$ cat src/include/play_config.svh
`ifndef PLAY_CONFIG_SVH
`define PLAY_CONFIG_SVH

`define CHART_LEN   64
`define CHART_AW    6
`define STEP_DIV    40
`define COUNT_STEPS 2

// Tone half-periods in prog_clk cycles, low octave is slowest
`define TONE_C3 5'd23
`define TONE_D3 5'd22
`define TONE_E3 5'd21
`define TONE_F3 5'd20
`define TONE_G3 5'd19
`define TONE_A3 5'd18
`define TONE_B3 5'd17
`define TONE_C4 5'd16
`define TONE_D4 5'd15
`define TONE_E4 5'd14
`define TONE_F4 5'd13
`define TONE_G4 5'd12
`define TONE_A4 5'd11
`define TONE_B4 5'd10
`define TONE_C5 5'd9
`define TONE_D5 5'd8
`define TONE_E5 5'd7
`define TONE_F5 5'd6
`define TONE_G5 5'd5
`define TONE_A5 5'd4
`define TONE_B5 5'd3

`endif
$ cat src/logic/play_pkg.sv
package play_pkg;

    // Octave 00 middle, 01 low, 10 high
    // Keys one-hot C (bit 0) to B (bit 6), all zero is a rest
    typedef struct packed {
        logic [1:0] octave;
        logic [6:0] keys;
    } note_t;

    typedef logic [13:0] score_t;

    typedef enum logic [1:0] {
        COUNTDOWN = 2'd0,
        PLAYING   = 2'd1,
        FINISHED  = 2'd2,
        MENU      = 2'd3
    } play_state_t;

    typedef logic [1:0] count_t;

    typedef logic [7:0] user_id_t;

    // Points earned on a single scan
    typedef logic [3:0] points_t;

endpackage

$ cat src/logic/play_if.sv
`timescale 1ns/1ps
`include "play_config.svh"

interface play_if (
    input logic prog_clk
);
    logic                scan;
    logic                fetch;
    logic                rest;
    logic [`CHART_AW-1:0] note_idx;
    logic                play_en;
    play_pkg::note_t     cur_note;

    modport ctrl (input prog_clk, output scan, fetch, rest, note_idx, play_en);

    modport mem (input prog_clk, fetch, rest, note_idx, output cur_note);

    modport judge (input prog_clk, scan, play_en, cur_note);

    modport voice (input prog_clk, cur_note);

endinterface

$ cat src/logic/play_top.sv
`timescale 1ns/1ps
`include "play_config.svh"

module play_top (
    input  logic                  prog_clk,
    input  logic                  rst,
    input  logic [6:0]            note_keys,
    input  logic                  oct_up,
    input  logic                  oct_down,
    input  logic [3:0]            arrow_keys,
    input  play_pkg::user_id_t    user_id,
    input  logic                  chart_wr,
    input  logic [`CHART_AW-1:0]  chart_addr,
    input  play_pkg::note_t       chart_note,
    input  logic [`CHART_AW:0]    chart_len,
    output play_pkg::play_state_t state,
    output play_pkg::count_t      countdown,
    output play_pkg::note_t       play_note,
    output logic                  tone,
    output logic [7:0]            led,
    output play_pkg::score_t      score,
    output logic                  save,
    output play_pkg::user_id_t    save_user,
    output play_pkg::score_t      save_score
);
    play_if bus_i (.prog_clk(prog_clk));

    play_ctrl ctrl_i (
        .prog_clk   (prog_clk),
        .rst        (rst),
        .bus        (bus_i.ctrl),
        .chart_len  (chart_len),
        .arrow_keys (arrow_keys),
        .user_id    (user_id),
        .score      (score),
        .state      (state),
        .countdown  (countdown),
        .save       (save),
        .save_user  (save_user),
        .save_score (save_score)
    );

    chart_mem mem_i (
        .prog_clk   (prog_clk),
        .rst        (rst),
        .bus        (bus_i.mem),
        .chart_wr   (chart_wr),
        .chart_addr (chart_addr),
        .chart_note (chart_note)
    );

    score_judge judge_i (
        .prog_clk  (prog_clk),
        .rst       (rst),
        .bus       (bus_i.judge),
        .note_keys (note_keys),
        .oct_up    (oct_up),
        .oct_down  (oct_down),
        .score     (score)
    );

    note_output voice_i (
        .prog_clk (prog_clk),
        .rst      (rst),
        .bus      (bus_i.voice),
        .tone     (tone),
        .led      (led)
    );

    assign play_note = bus_i.cur_note;

endmodule

$ cat src/logic/note_output.sv
`timescale 1ns/1ps
`include "play_config.svh"

module note_output (
    input  logic       prog_clk,
    input  logic       rst,
    play_if.voice      bus,
    output logic       tone,
    output logic [7:0] led
);
    play_pkg::note_t prev_note;
    logic [4:0]      half;
    logic [4:0]      cnt;
    logic [7:0]      led_dec;
    logic            is_rest;

    function automatic logic [4:0] half_period(input play_pkg::note_t n);
        case (n)
            9'b01_0000001: half_period = `TONE_C3;
            9'b01_0000010: half_period = `TONE_D3;
            9'b01_0000100: half_period = `TONE_E3;
            9'b01_0001000: half_period = `TONE_F3;
            9'b01_0010000: half_period = `TONE_G3;
            9'b01_0100000: half_period = `TONE_A3;
            9'b01_1000000: half_period = `TONE_B3;
            9'b00_0000001: half_period = `TONE_C4;
            9'b00_0000010: half_period = `TONE_D4;
            9'b00_0000100: half_period = `TONE_E4;
            9'b00_0001000: half_period = `TONE_F4;
            9'b00_0010000: half_period = `TONE_G4;
            9'b00_0100000: half_period = `TONE_A4;
            9'b00_1000000: half_period = `TONE_B4;
            9'b10_0000001: half_period = `TONE_C5;
            9'b10_0000010: half_period = `TONE_D5;
            9'b10_0000100: half_period = `TONE_E5;
            9'b10_0001000: half_period = `TONE_F5;
            9'b10_0010000: half_period = `TONE_G5;
            9'b10_0100000: half_period = `TONE_A5;
            9'b10_1000000: half_period = `TONE_B5;
            default:       half_period = 5'd0;
        endcase
    endfunction

    assign half    = half_period(bus.cur_note);
    assign is_rest = (bus.cur_note.keys == '0);

    // C lights led[7], B lights led[1]
    always_comb begin
        led_dec = '0;
        if (!is_rest) begin
            led_dec[0] = (bus.cur_note.octave != 2'b00);
            for (int i = 0; i < 7; i++) begin
                led_dec[7-i] = bus.cur_note.keys[i];
            end
        end
    end

    always_ff @(posedge prog_clk or posedge rst) begin
        if (rst) begin
            prev_note <= '0;
            cnt       <= '0;
            tone      <= 1'b0;
            led       <= '0;
        end else begin
            prev_note <= bus.cur_note;
            led       <= led_dec;
            if (bus.cur_note != prev_note || is_rest || half == '0) begin
                cnt  <= '0;
                tone <= 1'b0;
            end else if (cnt == half - 1'b1) begin
                cnt  <= '0;
                tone <= ~tone;
            end else begin
                cnt <= cnt + 1'b1;
            end
        end
    end

endmodule

$ cat src/logic/score_judge.sv
`timescale 1ns/1ps

module score_judge (
    input  logic             prog_clk,
    input  logic             rst,
    play_if.judge            bus,
    input  logic [6:0]       note_keys,
    input  logic             oct_up,
    input  logic             oct_down,
    output play_pkg::score_t score
);
    play_pkg::note_t   in_note;
    play_pkg::note_t   hist [3];
    play_pkg::points_t points;
    logic [14:0]       sum;

    // Both octave keys together count as middle
    assign in_note.octave = {oct_up & ~oct_down, oct_down & ~oct_up};
    assign in_note.keys   = note_keys;

    // hist[0] is the previous scan, hist[2] three scans back
    always_comb begin
        points = '0;
        if (bus.cur_note.keys != '0) begin
            if (bus.cur_note == in_note || bus.cur_note == hist[0]) begin
                points = 4'd10;
            end else if (bus.cur_note == hist[1]) begin
                points = 4'd8;
            end else if (bus.cur_note == hist[2]) begin
                points = 4'd5;
            end
        end
    end

    assign sum = {1'b0, score} + {11'd0, points};

    always_ff @(posedge prog_clk or posedge rst) begin
        if (rst) begin
            score   <= '0;
            hist[0] <= '0;
            hist[1] <= '0;
            hist[2] <= '0;
        end else if (bus.scan && bus.play_en) begin
            // Saturate at full scale
            score   <= sum[14] ? '1 : sum[13:0];
            hist[0] <= in_note;
            hist[1] <= hist[0];
            hist[2] <= hist[1];
        end
    end

    a_score_mono: assert property (@(posedge prog_clk) disable iff (rst)
        score >= $past(score));

endmodule

$ cat src/logic/chart_mem.sv
`timescale 1ns/1ps
`include "play_config.svh"

module chart_mem (
    input  logic                 prog_clk,
    input  logic                 rst,
    play_if.mem                  bus,
    input  logic                 chart_wr,
    input  logic [`CHART_AW-1:0] chart_addr,
    input  play_pkg::note_t      chart_note
);
    play_pkg::note_t slots [`CHART_LEN];

    always_ff @(posedge prog_clk) begin
        if (chart_wr) begin
            slots[chart_addr] <= chart_note;
        end
    end

    // Rest wins over a fetch in the same cycle
    always_ff @(posedge prog_clk or posedge rst) begin
        if (rst) begin
            bus.cur_note <= '0;
        end else if (bus.rest) begin
            bus.cur_note <= '0;
        end else if (bus.fetch) begin
            bus.cur_note <= slots[bus.note_idx];
        end
    end

    a_note_legal: assert property (@(posedge prog_clk) disable iff (rst)
        chart_wr |-> $onehot0(chart_note.keys) && chart_note.octave != 2'b11);

endmodule

$ cat src/logic/play_ctrl.sv
`timescale 1ns/1ps
`include "play_config.svh"

module play_ctrl (
    input  logic                  prog_clk,
    input  logic                  rst,
    play_if.ctrl                  bus,
    input  logic [`CHART_AW:0]    chart_len,
    input  logic [3:0]            arrow_keys,
    input  play_pkg::user_id_t    user_id,
    input  play_pkg::score_t      score,
    output play_pkg::play_state_t state,
    output play_pkg::count_t      countdown,
    output logic                  save,
    output play_pkg::user_id_t    save_user,
    output play_pkg::score_t      save_score
);
    localparam int STEP_W = $clog2(`STEP_DIV);
    localparam int DIG_W = (`COUNT_STEPS > 1) ? $clog2(`COUNT_STEPS) : 1;

    logic [STEP_W-1:0]  step_cnt;
    logic [DIG_W-1:0]   dig_cnt;
    logic [`CHART_AW:0] idx_cnt;
    logic               step;
    logic               dig_done;
    logic               save_key;
    logic               exit_key;
    logic               save_now;
    logic               go_play;
    logic               go_finish;
    logic               go_menu;

    assign step = (step_cnt == STEP_W'(`STEP_DIV - 1));
    assign bus.scan = (step_cnt == STEP_W'(`STEP_DIV / 4)) ||
                      (step_cnt == STEP_W'(3 * `STEP_DIV / 4));
    assign dig_done = step && (dig_cnt == DIG_W'(`COUNT_STEPS - 1));

    assign save_key = (arrow_keys == 4'b0001);
    assign exit_key = (arrow_keys == 4'b0010);
    assign save_now = (state == play_pkg::FINISHED) && save_key;

    assign go_menu   = (state != play_pkg::MENU) && (exit_key || save_now);
    assign go_play   = (state == play_pkg::COUNTDOWN) && dig_done && (countdown == '0);
    assign go_finish = (state == play_pkg::PLAYING) && step && (idx_cnt == chart_len);

    // Slot fetch on every step of play, the first one on the transition tick
    assign bus.fetch = !go_menu &&
                       (go_play || ((state == play_pkg::PLAYING) && step && !go_finish));
    assign bus.rest     = go_finish || go_menu;
    assign bus.note_idx = idx_cnt[`CHART_AW-1:0];
    assign bus.play_en  = (state == play_pkg::PLAYING);

    always_ff @(posedge prog_clk or posedge rst) begin
        if (rst) begin
            step_cnt <= '0;
        end else if (step) begin
            step_cnt <= '0;
        end else begin
            step_cnt <= step_cnt + 1'b1;
        end
    end

    // Countdown digits, COUNT_STEPS steps each
    always_ff @(posedge prog_clk or posedge rst) begin
        if (rst) begin
            dig_cnt   <= '0;
            countdown <= 2'd3;
        end else if (state == play_pkg::COUNTDOWN && step) begin
            if (dig_done) begin
                dig_cnt <= '0;
                if (countdown != '0) begin
                    countdown <= countdown - 1'b1;
                end
            end else begin
                dig_cnt <= dig_cnt + 1'b1;
            end
        end
    end

    always_ff @(posedge prog_clk or posedge rst) begin
        if (rst) begin
            idx_cnt <= '0;
        end else if (bus.fetch) begin
            idx_cnt <= idx_cnt + 1'b1;
        end
    end

    always_ff @(posedge prog_clk or posedge rst) begin
        if (rst) begin
            state <= play_pkg::COUNTDOWN;
        end else if (go_menu) begin
            state <= play_pkg::MENU;
        end else if (go_play) begin
            state <= play_pkg::PLAYING;
        end else if (go_finish) begin
            state <= play_pkg::FINISHED;
        end
    end

    always_ff @(posedge prog_clk or posedge rst) begin
        if (rst) begin
            save <= 1'b0;
        end else begin
            save <= save_now;
        end
    end

    always_ff @(posedge prog_clk) begin
        if (save_now) begin
            save_user  <= user_id;
            save_score <= score;
        end
    end

    // Fetches land in PLAYING, the last one before the state moves on
    a_fetch_playing: assert property (@(posedge prog_clk) disable iff (rst)
        bus.fetch |=> state == play_pkg::PLAYING);

    a_save_single: assert property (@(posedge prog_clk) disable iff (rst)
        save |=> !save);

    a_len_nonzero: assert property (@(posedge prog_clk) disable iff (rst)
        $rose(bus.play_en) |-> chart_len != '0);

endmodule

$ cat config.mk
export PLATFORM = sky130hd
export DESIGN_NAME = play_top
export DESIGN_NICKNAME = d
export VERILOG_FILES = /design/src/logic/play_pkg.sv /design/src/logic/play_if.sv /design/src/logic/play_top.sv /design/src/logic/note_output.sv /design/src/logic/score_judge.sv /design/src/logic/chart_mem.sv /design/src/logic/play_ctrl.sv
export VERILOG_INCLUDE_DIRS = /design/src /design/src/include
export SDC_FILE = /design/constraint.sdc
export NUM_CORES = 1
export LEC_CHECK = 0
export BUFFER_PORTS_ARGS = -buffer_cell sky130_fd_sc_hd__buf_2
export CORE_UTILIZATION = 56
export CTS_CLUSTER_DIAMETER = 50
export CTS_CLUSTER_SIZE = 20
export DETAILED_ROUTE_END_ITERATION = 12
export PLACE_DENSITY = 0.82
export RECOVER_POWER = 50
export REMOVE_ABC_BUFFERS = 1
export SLEW_MARGIN = 20
export SYNTH_ARGS = -nofsm -noshare
export SYNTH_HDL_FRONTEND = slang
export SYNTH_SLANG_ARGS = --single-unit
$ cat constraint.sdc
create_clock -name prog_clk -period 3.18 [get_ports prog_clk]
set_input_delay 0.159 -clock prog_clk [delete_from_list [all_inputs] [get_ports prog_clk]]
set_output_delay 0.159 -clock prog_clk [all_outputs]
set_load 0.005 [all_outputs]
==> results.md, run 1 <==
* Reg-to-reg setup timing slack at around 0.00037 ns
* Nets at between 1,500 and 2,000
* GR Util met3 at 0.04563
* Met2 global-route usage at 0.4051
* Worst setup margin at roughly 0.00037 ns
* Achievable Freq at 314.5 MHz
* All-layer global routing usage at 0.2482
* Power density relative to cell area at between 600 and 700 mW/mm^2
* Die Y at between 200 and 250 um
* First-pass DRT Iterations at 5
* Clk sink count at 690
* Vias at 15,052
* Setup WS pre-CTS at -0.1720 ns
* Register Area at 0.02028 mm^2
* First-pass GRT wire length at about 93 mm
* Worst setup endpoint: voice_i.tone$_DFFE_PP0P_
* Clock power frac at 0.308
* Die Wd at between 200 and 250 um
* DR DRC count at 0
* Starting Density at 0.5691
* GRT busiest layer: met2
* Layout area overhead at 15.34%
* Failing checks: max-capacitance violations, max-slew violations
* Reg2reg path depth at 11
* Final WL at just over 60 mm
* GR Layer Usage met1 at 0.3397
* Largest net degree at the start of global routing at between 60 and 70
* Main synth FF type: edfxtp_1
* # setup viols final at 0
* Vias per std cell at just over 6
* IO Port Bufs at 104
* Clock-pin slew on the worst setup and hold paths at roughly 0.070 ns
* Share of cells above drive strength 1 at 0.3164
* Worst reg2reg path startpoint: mem_i.bus.cur_note[8]$_DFFE_PP0P_
* Combinational Power Share at 0.210
* Initial antenna violation count at 3
* Total gr overflow at 0
* Fillers at ~3,100
* Status: complete, but fails checks
* Ys async rst share at 0.1333
* Yosys Warn Count at 0
* Top Ports at 105
* Worst-path maximum fanout at 9
* Pint at between 15 and 20 mW
* Post-Syn Area at ~0.028 mm^2
* Antenna Violating Nets Remaining at 0
* Relative slew slack at -0.9642
* RSZ-0062 raised after global routing: true
* Die ar. at approximately 0.05 mm^2
* Synth cell types at 68
* Power Total at between 20 and 25 mW
* Switch share at 0.2731
* Yosys top cell area share at 0.6419
* CP startpoint: mem_i.bus.cur_note[8]$_DFFE_PP0P_
* Crit path launch type: register
* Slew @ Worst Pin at around 2.9 ns
* Register area share after synthesis at 0.7243
* Slew Viols, Final at 566
* Diodes inserted at 0
* Final Wtd Congestion at roughly 0.9
* Skew final at ~0.025 ns
* Minimum clock period at roughly 3.2 ns
* Flop pwr share at 0.482
* Root buffer cell: clkbuf_16
* NetSw at between 5 and 6 mW
* #FFs+latches synth at 690
* Cell taking the most area after synthesis: edfxtp_1
* CTS buffer count at 53
* Starting DRT DRC Count at approximately 1,600
* Syn_area_per_cell at ~19 um^2
* WL/cell at about 25 um
* Max-cap violations at 9
* DP HPWL at about 38 mm
* Core area at 0.04915 mm^2
* Row Count at around 80
* CP Data Required Time at 3.69 ns
* Final cycle utilization of the critical path at 0.9999
* CTS H-tree lvls at 2
* Cells after Synth at 1,491
* Clock latency on the worst-skew pair at around 0.64 ns
* Clk buf depth at 3
* Worst min path class: input pin to register
* Synth area leaders: edfxtp_1 (64%), mux4_2 (15%), dfrtp_1 (8.1%)
* Worst Path Arrival at around 3.7 ns
* Area occupied by multi-input gates at roughly 0.0075 mm^2
* EDFF count, synth at approximately 600
* TritonCTS clock tree: built
* P_leak at about 11 nW
* Worst vdd ir at 0.0005642 V
* Final Hold Vio Count at 0
* Setup crit end kind: register
* Vias in the first global route at 15,338
* Crit Reg-Reg Endpoint: voice_i.tone$_DFFE_PP0P_
* Worst setup path class: register to register
==> flip-flops by register name (all words and copies together), names as in the netlist <==
signal and cells:
ctrl_i.countdown 2, ctrl_i.dig_cnt 1, ctrl_i.idx_cnt 7, ctrl_i.save 1, ctrl_i.save_score 14, ctrl_i.save_user 8
ctrl_i.state 2, ctrl_i.step_cnt 6, judge_i.hist 27, judge_i.score 14, mem_i.bus.cur_note 9, mem_i.slots 576
voice_i.cnt 5, voice_i.led 8, voice_i.prev_note 9, voice_i.tone 1
==> cells in the final DEF, fill, tap and decap left out, drive strengths merged, types with 4 or more instances in the layout <==
cell         count
nand3           21
clkinvlp         8
and3             4
o21ai           22
ha              10
nand4           15
nand2          113
nor4b            4
dfrtp           90
nor2b           10
mux4           181
edfxtp         598
nor2            97
clkinv          15
nor4            11
nand3b           9
mux2i            8
a21oi           15
and4             5
xnor2           44
mux2            11
nand2b          11
a22o             9
nor3            13
dlygate4sd3     21
buf            220
clkbuf          71
inv             25
xor2            36
==> worst min-delay path by stage <==
stage / start / to / slack, ns / cells past startpoint
global route: arrow_keys[2] / ctrl_i.state[0]$_DFFE_PP0P_ / 0.05 / 3
floorplan: user_id[0] / ctrl_i.save_user[0]$_DFFE_PP_ / 0.26 / 0
global placement: rst / ctrl_i.save$_DFF_PP0_ / 0.20 / 2
finish: arrow_keys[2] / ctrl_i.state[0]$_DFFE_PP0P_ / 0.05 / 3
detailed placement: rst / ctrl_i.save$_DFF_PP0_ / 0.20 / 2
CTS: arrow_keys[2] / ctrl_i.state[0]$_DFFE_PP0P_ / 0.02 / 3
==> cells by family after synthesis <==
| logic type | synth area share |
|---|---|
| adder cells (fa/ha/maj) | 0.005188 |
| multiplexers | 0.1530 |
| buffers and inverters | 0.01570 |
| flip-flops | 0.7243 |
| AND/OR/NAND/NOR | 0.05743 |
| XOR/XNOR | 0.02505 |
| AO/OA/AOI/OAI | 0.01932 |
==> cell type report <==
type                            count  area share
Clock buffer                       55     0.04134
Tap cell                          664     0.02575
Clock inverter                     37     0.01268
Multi-Input combinational cell    700      0.2313
Sequential cell                   690      0.6285
Timing Repair Buffer              257     0.05902
Inverter                           12    0.001435
==> metal layers <==
layer  wire (um)  part of all wire
met1       24210              0.39
met5          44           0.00072
met2       30130              0.49
met3        5188             0.085
met4        1797             0.029
==> worst max-delay path, cell delays in order (launching register included) <==
cell	delay, ns
dfrtp_2	0.48
or3b_2	0.51
a21oi_1	0.16
a31oi_1	0.05
o31a_1	0.25
ha_1	0.30
xnor2_1	0.17
or4b_1	0.50
a41oi_2	0.22
o22ai_2	0.12
xnor2_1	0.13
and3_1	0.17
==> per-stage QoR <==
| stage | setup TNS [ns] | hold WS, ns | utilization | cells | area (um^2) |
|---|---|---|---|---|---|
| global route | -0.5338 | 0.04978 | 0.6564 | 2415 | 32260 |
| finish | 0 | 0.04529 | 0.6564 | 2415 | 32260 |
| floorplan | -80.46 | 0.2579 | - | 1402 | 27580 |
| detailed placement | -1.920 | 0.2033 | 0.6116 | 2294 | 30060 |
| CTS | 0 | 0.01701 | 0.6534 | 2411 | 32120 |
| global placement | -1.047 | 0.1956 | 0.6116 | 2294 | 30060 |
==> synth_stat cells, drive strengths merged (3+ instances only) <==
library cell and n:
o311ai 3, and3 4, inv 12, mux2i 8
a21oi 15, nand3 21, nand4 15, dfrtp 90
nor4 11, nor3 13, nand2 113, mux2 11
mux4 181, nor4bb 3, xnor2 44, a31oi 3
nor2 97, o22ai 3, buf 42, edfxtp 598
ha 10, nand2b 11, o21ai 22, a22o 9
or3 3, clkbuf 47, nor2b 10, o211ai 3
and4 5, nor3b 3, nor4b 4, xor2 36
nand3b 9
==> power groups by stage <==
stage               Clock, mW  Sequential (mW)  Combinational, mW
finish                   6.68             10.4               4.55
global placement            0             10.6               4.27
detailed placement          0             10.6               4.38
floorplan                   0             11.0               2.59
CTS                      6.79             10.4               4.50
global route             7.10             10.5               4.87
==> what timing repair did <==
item                                   in CTS  in global routing
cloned                                      0                  1
pin swaps                                   4                 17
setup buffers                               4                  3
endpoints found under the hold margin      45                  0
setup endpoints to repair                  20                 20
hold buffers                               21                  0
resized for setup                          16                 30
No activity file was read; power rests on OpenSTA's default activity.
==> run 2: changes to the inputs <==
REMOVE_ABC_BUFFERS = not set   (was 1)
==> run 2 against run 1 <==
Net effect: die area is the same; final cell count increased by 0.46%; clock skew up 0.0070 ns; fmax is 1.9% lower; sequential share of layout area fell by 0.74 points; combinational power grew 5.7%; global-route usage up 0.44 points; the flow finishes with violations (max-capacitance violations, max-slew violations, negative setup slack); critical path type unchanged; sequential power about the same; worst hold slack better by 0.034 ns; design area is 1.2% higher.
==> results.md, run 2 (synthesized netlist as in run 1, its figures left out) <==
* First-pass DRT Iterations at 5 (unchanged)
* NetSw at 6.180 mW (was 5.920 mW)
* CTS buffer count at 55 (was 53)
* Largest net degree at the start of global routing at 65 (unchanged)
* DP Area at 0.02997 mm^2 (was 0.03006 mm^2)
* Starting DRT DRC Count at 1,504 (was 1,603)
* Final cycle utilization of the critical path at 1.019 (was 0.9999)
* Slew @ Worst Pin at 3.062 ns (was 2.946 ns)
* GRT busiest layer: met2 (unchanged)
* Reg-to-reg setup timing slack at -0.06 ns (was 0.0004 ns)
* DP HPWL at 37.05 mm (was 37.99 mm)
* Relative slew slack at -1.041 (was -0.9642)
* Design area at 0.03266 mm^2 (was 0.03226 mm^2)
* Root buffer cell: clkbuf_16 (unchanged)
* Final Hold Vio Count at 0 (unchanged)
* Pint at 16.47 mW (was 15.76 mW)
* First-pass GRT wire length at 93.85 mm (was 92.86 mm)
* All-layer global routing usage at 0.2526 (was 0.2482)
* Total gr overflow at 0 (unchanged)
* Die Y at 225.5 um (unchanged)
* Final Wtd Congestion at 0.8999 (was 0.8830)
* GR Layer Usage met1 at 0.3361 (was 0.3397)
* Clk buf depth at 3 (unchanged)
* Min Hold Slack at 0.07925 ns (was 0.04529 ns)
* Worst-path maximum fanout at 6 (was 9)
* Crit path launch type: register (unchanged)
* Top Ports at 105 (unchanged)
* Power density relative to cell area at 693.5 mW/mm^2 (was 671.9 mW/mm^2)
* Vias in the first global route at 15,429 (was 15,338)
* Met2 global-route usage at 0.4182 (was 0.4051)
* Achievable Freq at 308.7 MHz (was 314.5 MHz)
* Nets at 1,773 (was 1,771)
* Diodes inserted at 0 (unchanged)
* CP Data Required Time at 3.68 ns (was 3.69 ns)
* TritonCTS clock tree: built (unchanged)
* Most frequent cells in the layout: edfxtp_1 (598), mux4_2 (181), nand2_1 (112) (was edfxtp_1 (598), mux4_2 (181), nand2_1 (113))
* IO Port Bufs at 104 (unchanged)
* Starting Density at 0.5691 (unchanged)
* Minimum clock period at 3.240 ns (was 3.180 ns)
* Power Total at 22.65 mW (was 21.68 mW)
* Core area at 0.04915 mm^2 (unchanged)
* Worst setup path class: register to register (unchanged)
* Worst min path class: input pin to register (unchanged)
* CTS H-tree lvls at 2 (unchanged)
* Failing checks: max-capacitance violations, max-slew violations, negative setup slack (was max-capacitance violations, max-slew violations)
* GR Util met3 at 0.04211 (was 0.04563)
* HP Start: arrow_keys[2] (unchanged)
* Die Wd at 225.5 um (unchanged)
* Crit Reg-Reg Endpoint: judge_i.score[13]$_DFFE_PP0P_ (was voice_i.tone$_DFFE_PP0P_)
* Switch share at 0.2729 (was 0.2731)
* Max FFs per register at 576 (unchanged)
* Status: complete, but fails checks (unchanged)
* Dpl cells at 2,279 (was 2,294)
* Final WL at 62.80 mm (was 61.37 mm)
* Die ar. at 0.05085 mm^2 (unchanged)
* Setup crit end kind: register (unchanged)
* Reg2reg path depth at 15 (was 11)
* P_leak at 11.21 nW (was 11.04 nW)
* Worst Hold Endpoint: ctrl_i.state[0]$_DFFE_PP0P_ (unchanged)
* Clock latency on the worst-skew pair at 0.66 ns (was 0.64 ns)
* Max-cap violations at 10 (was 9)
* Slew Viols, Final at 636 (was 566)
* Post-Layout Cell Count at 2,426 (was 2,415)
* Hold Path Stages at 3 (unchanged)
* Worst vdd ir at 0.0005865 V (was 0.0005642 V)
* Skew final at 0.03191 ns (was 0.02495 ns)
* Row Count at 81 (unchanged)
* Clk sink count at 690 (unchanged)
* Worst Path Arrival at 3.74 ns (was 3.69 ns)
* Largest Register: mem_i.slots (unchanged)
* Initial antenna violation count at 1 (was 3)
* DR DRC count at 0 (unchanged)
* # setup viols final at 3 (was 0)
* Worst setup margin at -0.05977 ns (was 0.0003713 ns)
* Share of cells above drive strength 1 at 0.3275 (was 0.3164)
* Flop pwr share at 0.463 (was 0.482)
* Combinational Power Share at 0.212 (was 0.210)
* Clock-pin slew on the worst setup and hold paths at 0.08 ns (was 0.07 ns)
* WL/cell at 25.89 um (was 25.41 um)
* Synthesized Nets at ~1,500
* Vias per std cell at 6.190 (was 6.233)
* Most common cell after layout, fill and taps aside: edfxtp_1 (unchanged)
* Antenna Violating Nets Remaining at 0 (unchanged)
* Layout area overhead at 16.74% (was 15.34%)
* Registers with the most flip-flops: mem_i.slots x576, judge_i.hist x27 (unchanged)
* Worst reg2reg path startpoint: mem_i.bus.cur_note[5]$_DFFE_PP0P_ (was mem_i.bus.cur_note[8]$_DFFE_PP0P_)
* Clock power frac at 0.325 (was 0.308)
* Vias at 15,016 (was 15,052)
* RSZ-0062 raised after global routing: true (unchanged)
## run 2: cell types whose count changed in the layout (fill, tap and decap cells not counted), sizes merged
cell	previous run	this run
buf	220	226
bufinv	1	6
clkinvlp	8	3
clkinv	15	19
clkbuf	71	72
## run 2: what timing repair did
| action | CTS | global route |
|---|---|---|
| cloned | 0 | 0 |
| hold buffers | 21 | 0 |
| endpoints found under the setup margin | 15 | 20 |
| endpoints found under the hold margin | 66 | 0 |
| pin swaps | 13 | 18 |
| setup buffers | 9 | 14 |
| resized for setup | 23 | 43 |
## run 2: power groups by stage
stage / Combinational (mW) / Sequential (mW) / Clock, mW
after floorplan: 2.96 / 10.5 / 0
after global placement: 4.21 / 10.6 / 0
after detailed placement: 4.31 / 10.6 / 0
after CTS: 4.52 / 10.5 / 7.46
after global routing: 5.12 / 10.5 / 7.75
final: 4.81 / 10.5 / 7.36
## run 2: metrics by stage
step | utilization | setup WS (ns) | TNS (ns)
after floorplan | - | -0.06773 | -0.06773
after global placement | 0.6096 | -0.04861 | -0.1790
after detailed placement | 0.6096 | -0.1533 | -1.412
after CTS | 0.6577 | 0.002834 | 0
after global routing | 0.6644 | -0.1698 | -0.6937
final | 0.6644 | -0.05977 | -0.09203
## run 2: layout make-up
| type | instances | area, um^2 |
|---|---|---|
| well taps | 664 | 830.8 |
| multi-input cells | 700 | 7612 |
| repair buffers | 257 | 1918 |
| clock inverters | 41 | 565.5 |
| flip-flops and latches | 690 | 20280 |
| inverters | 12 | 46.29 |
| fillers | 3047 | 16500 |
| clock buffers | 62 | 1403 |
## run 2: worst max-delay path, stage by stage, from the launching register on
cell	delay, ns
dfrtp_2	0.47
buf_2	0.24
xnor2_2	0.13
nand4_1	0.13
nor4_2	0.22
a21oi_2	0.14
nor2_2	0.16
ha_1	0.24
a21o_1	0.20
a21oi_2	0.17
nor2b_1	0.06
o21a_1	0.20
and4_1	0.22
nor2b_4	0.14
nand3_2	0.09
mux2_4	0.30
## run 2: worst max path at each step
| stage | start | to | slack (ns) | depth (start not counted) |
|---|---|---|---|---|
| global route | mem_i.bus.cur_note[7]$_DFFE_PP0P_ | judge_i.score[13]$_DFFE_PP0P_ | -0.17 | 15 |
| detailed placement | mem_i.bus.cur_note[8]$_DFFE_PP0P_ | judge_i.score[2]$_DFFE_PP0P_ | -0.15 | 13 |
| CTS | mem_i.bus.cur_note[2]$_DFFE_PP0P_ | judge_i.score[13]$_DFFE_PP0P_ | 0.003 | 15 |
| global placement | mem_i.bus.cur_note[8]$_DFFE_PP0P_ | judge_i.score[10]$_DFFE_PP0P_ | -0.05 | 14 |
| finish | mem_i.bus.cur_note[5]$_DFFE_PP0P_ | judge_i.score[13]$_DFFE_PP0P_ | -0.06 | 15 |
| floorplan | mem_i.bus.cur_note[8]$_DFFE_PP0P_ | voice_i.tone$_DFFE_PP0P_ | -0.07 | 13 |
## run 2: metal layers
layer | up-vias | wire length [um] | share of wire
li1 | 6369 | - | -
met4 | 2 | 2412 | 0.038
met1 | 7723 | 23690 | 0.38
met5 | - | 17 | 0.00027
met3 | 142 | 5106 | 0.081
met2 | 780 | 31570 | 0.50
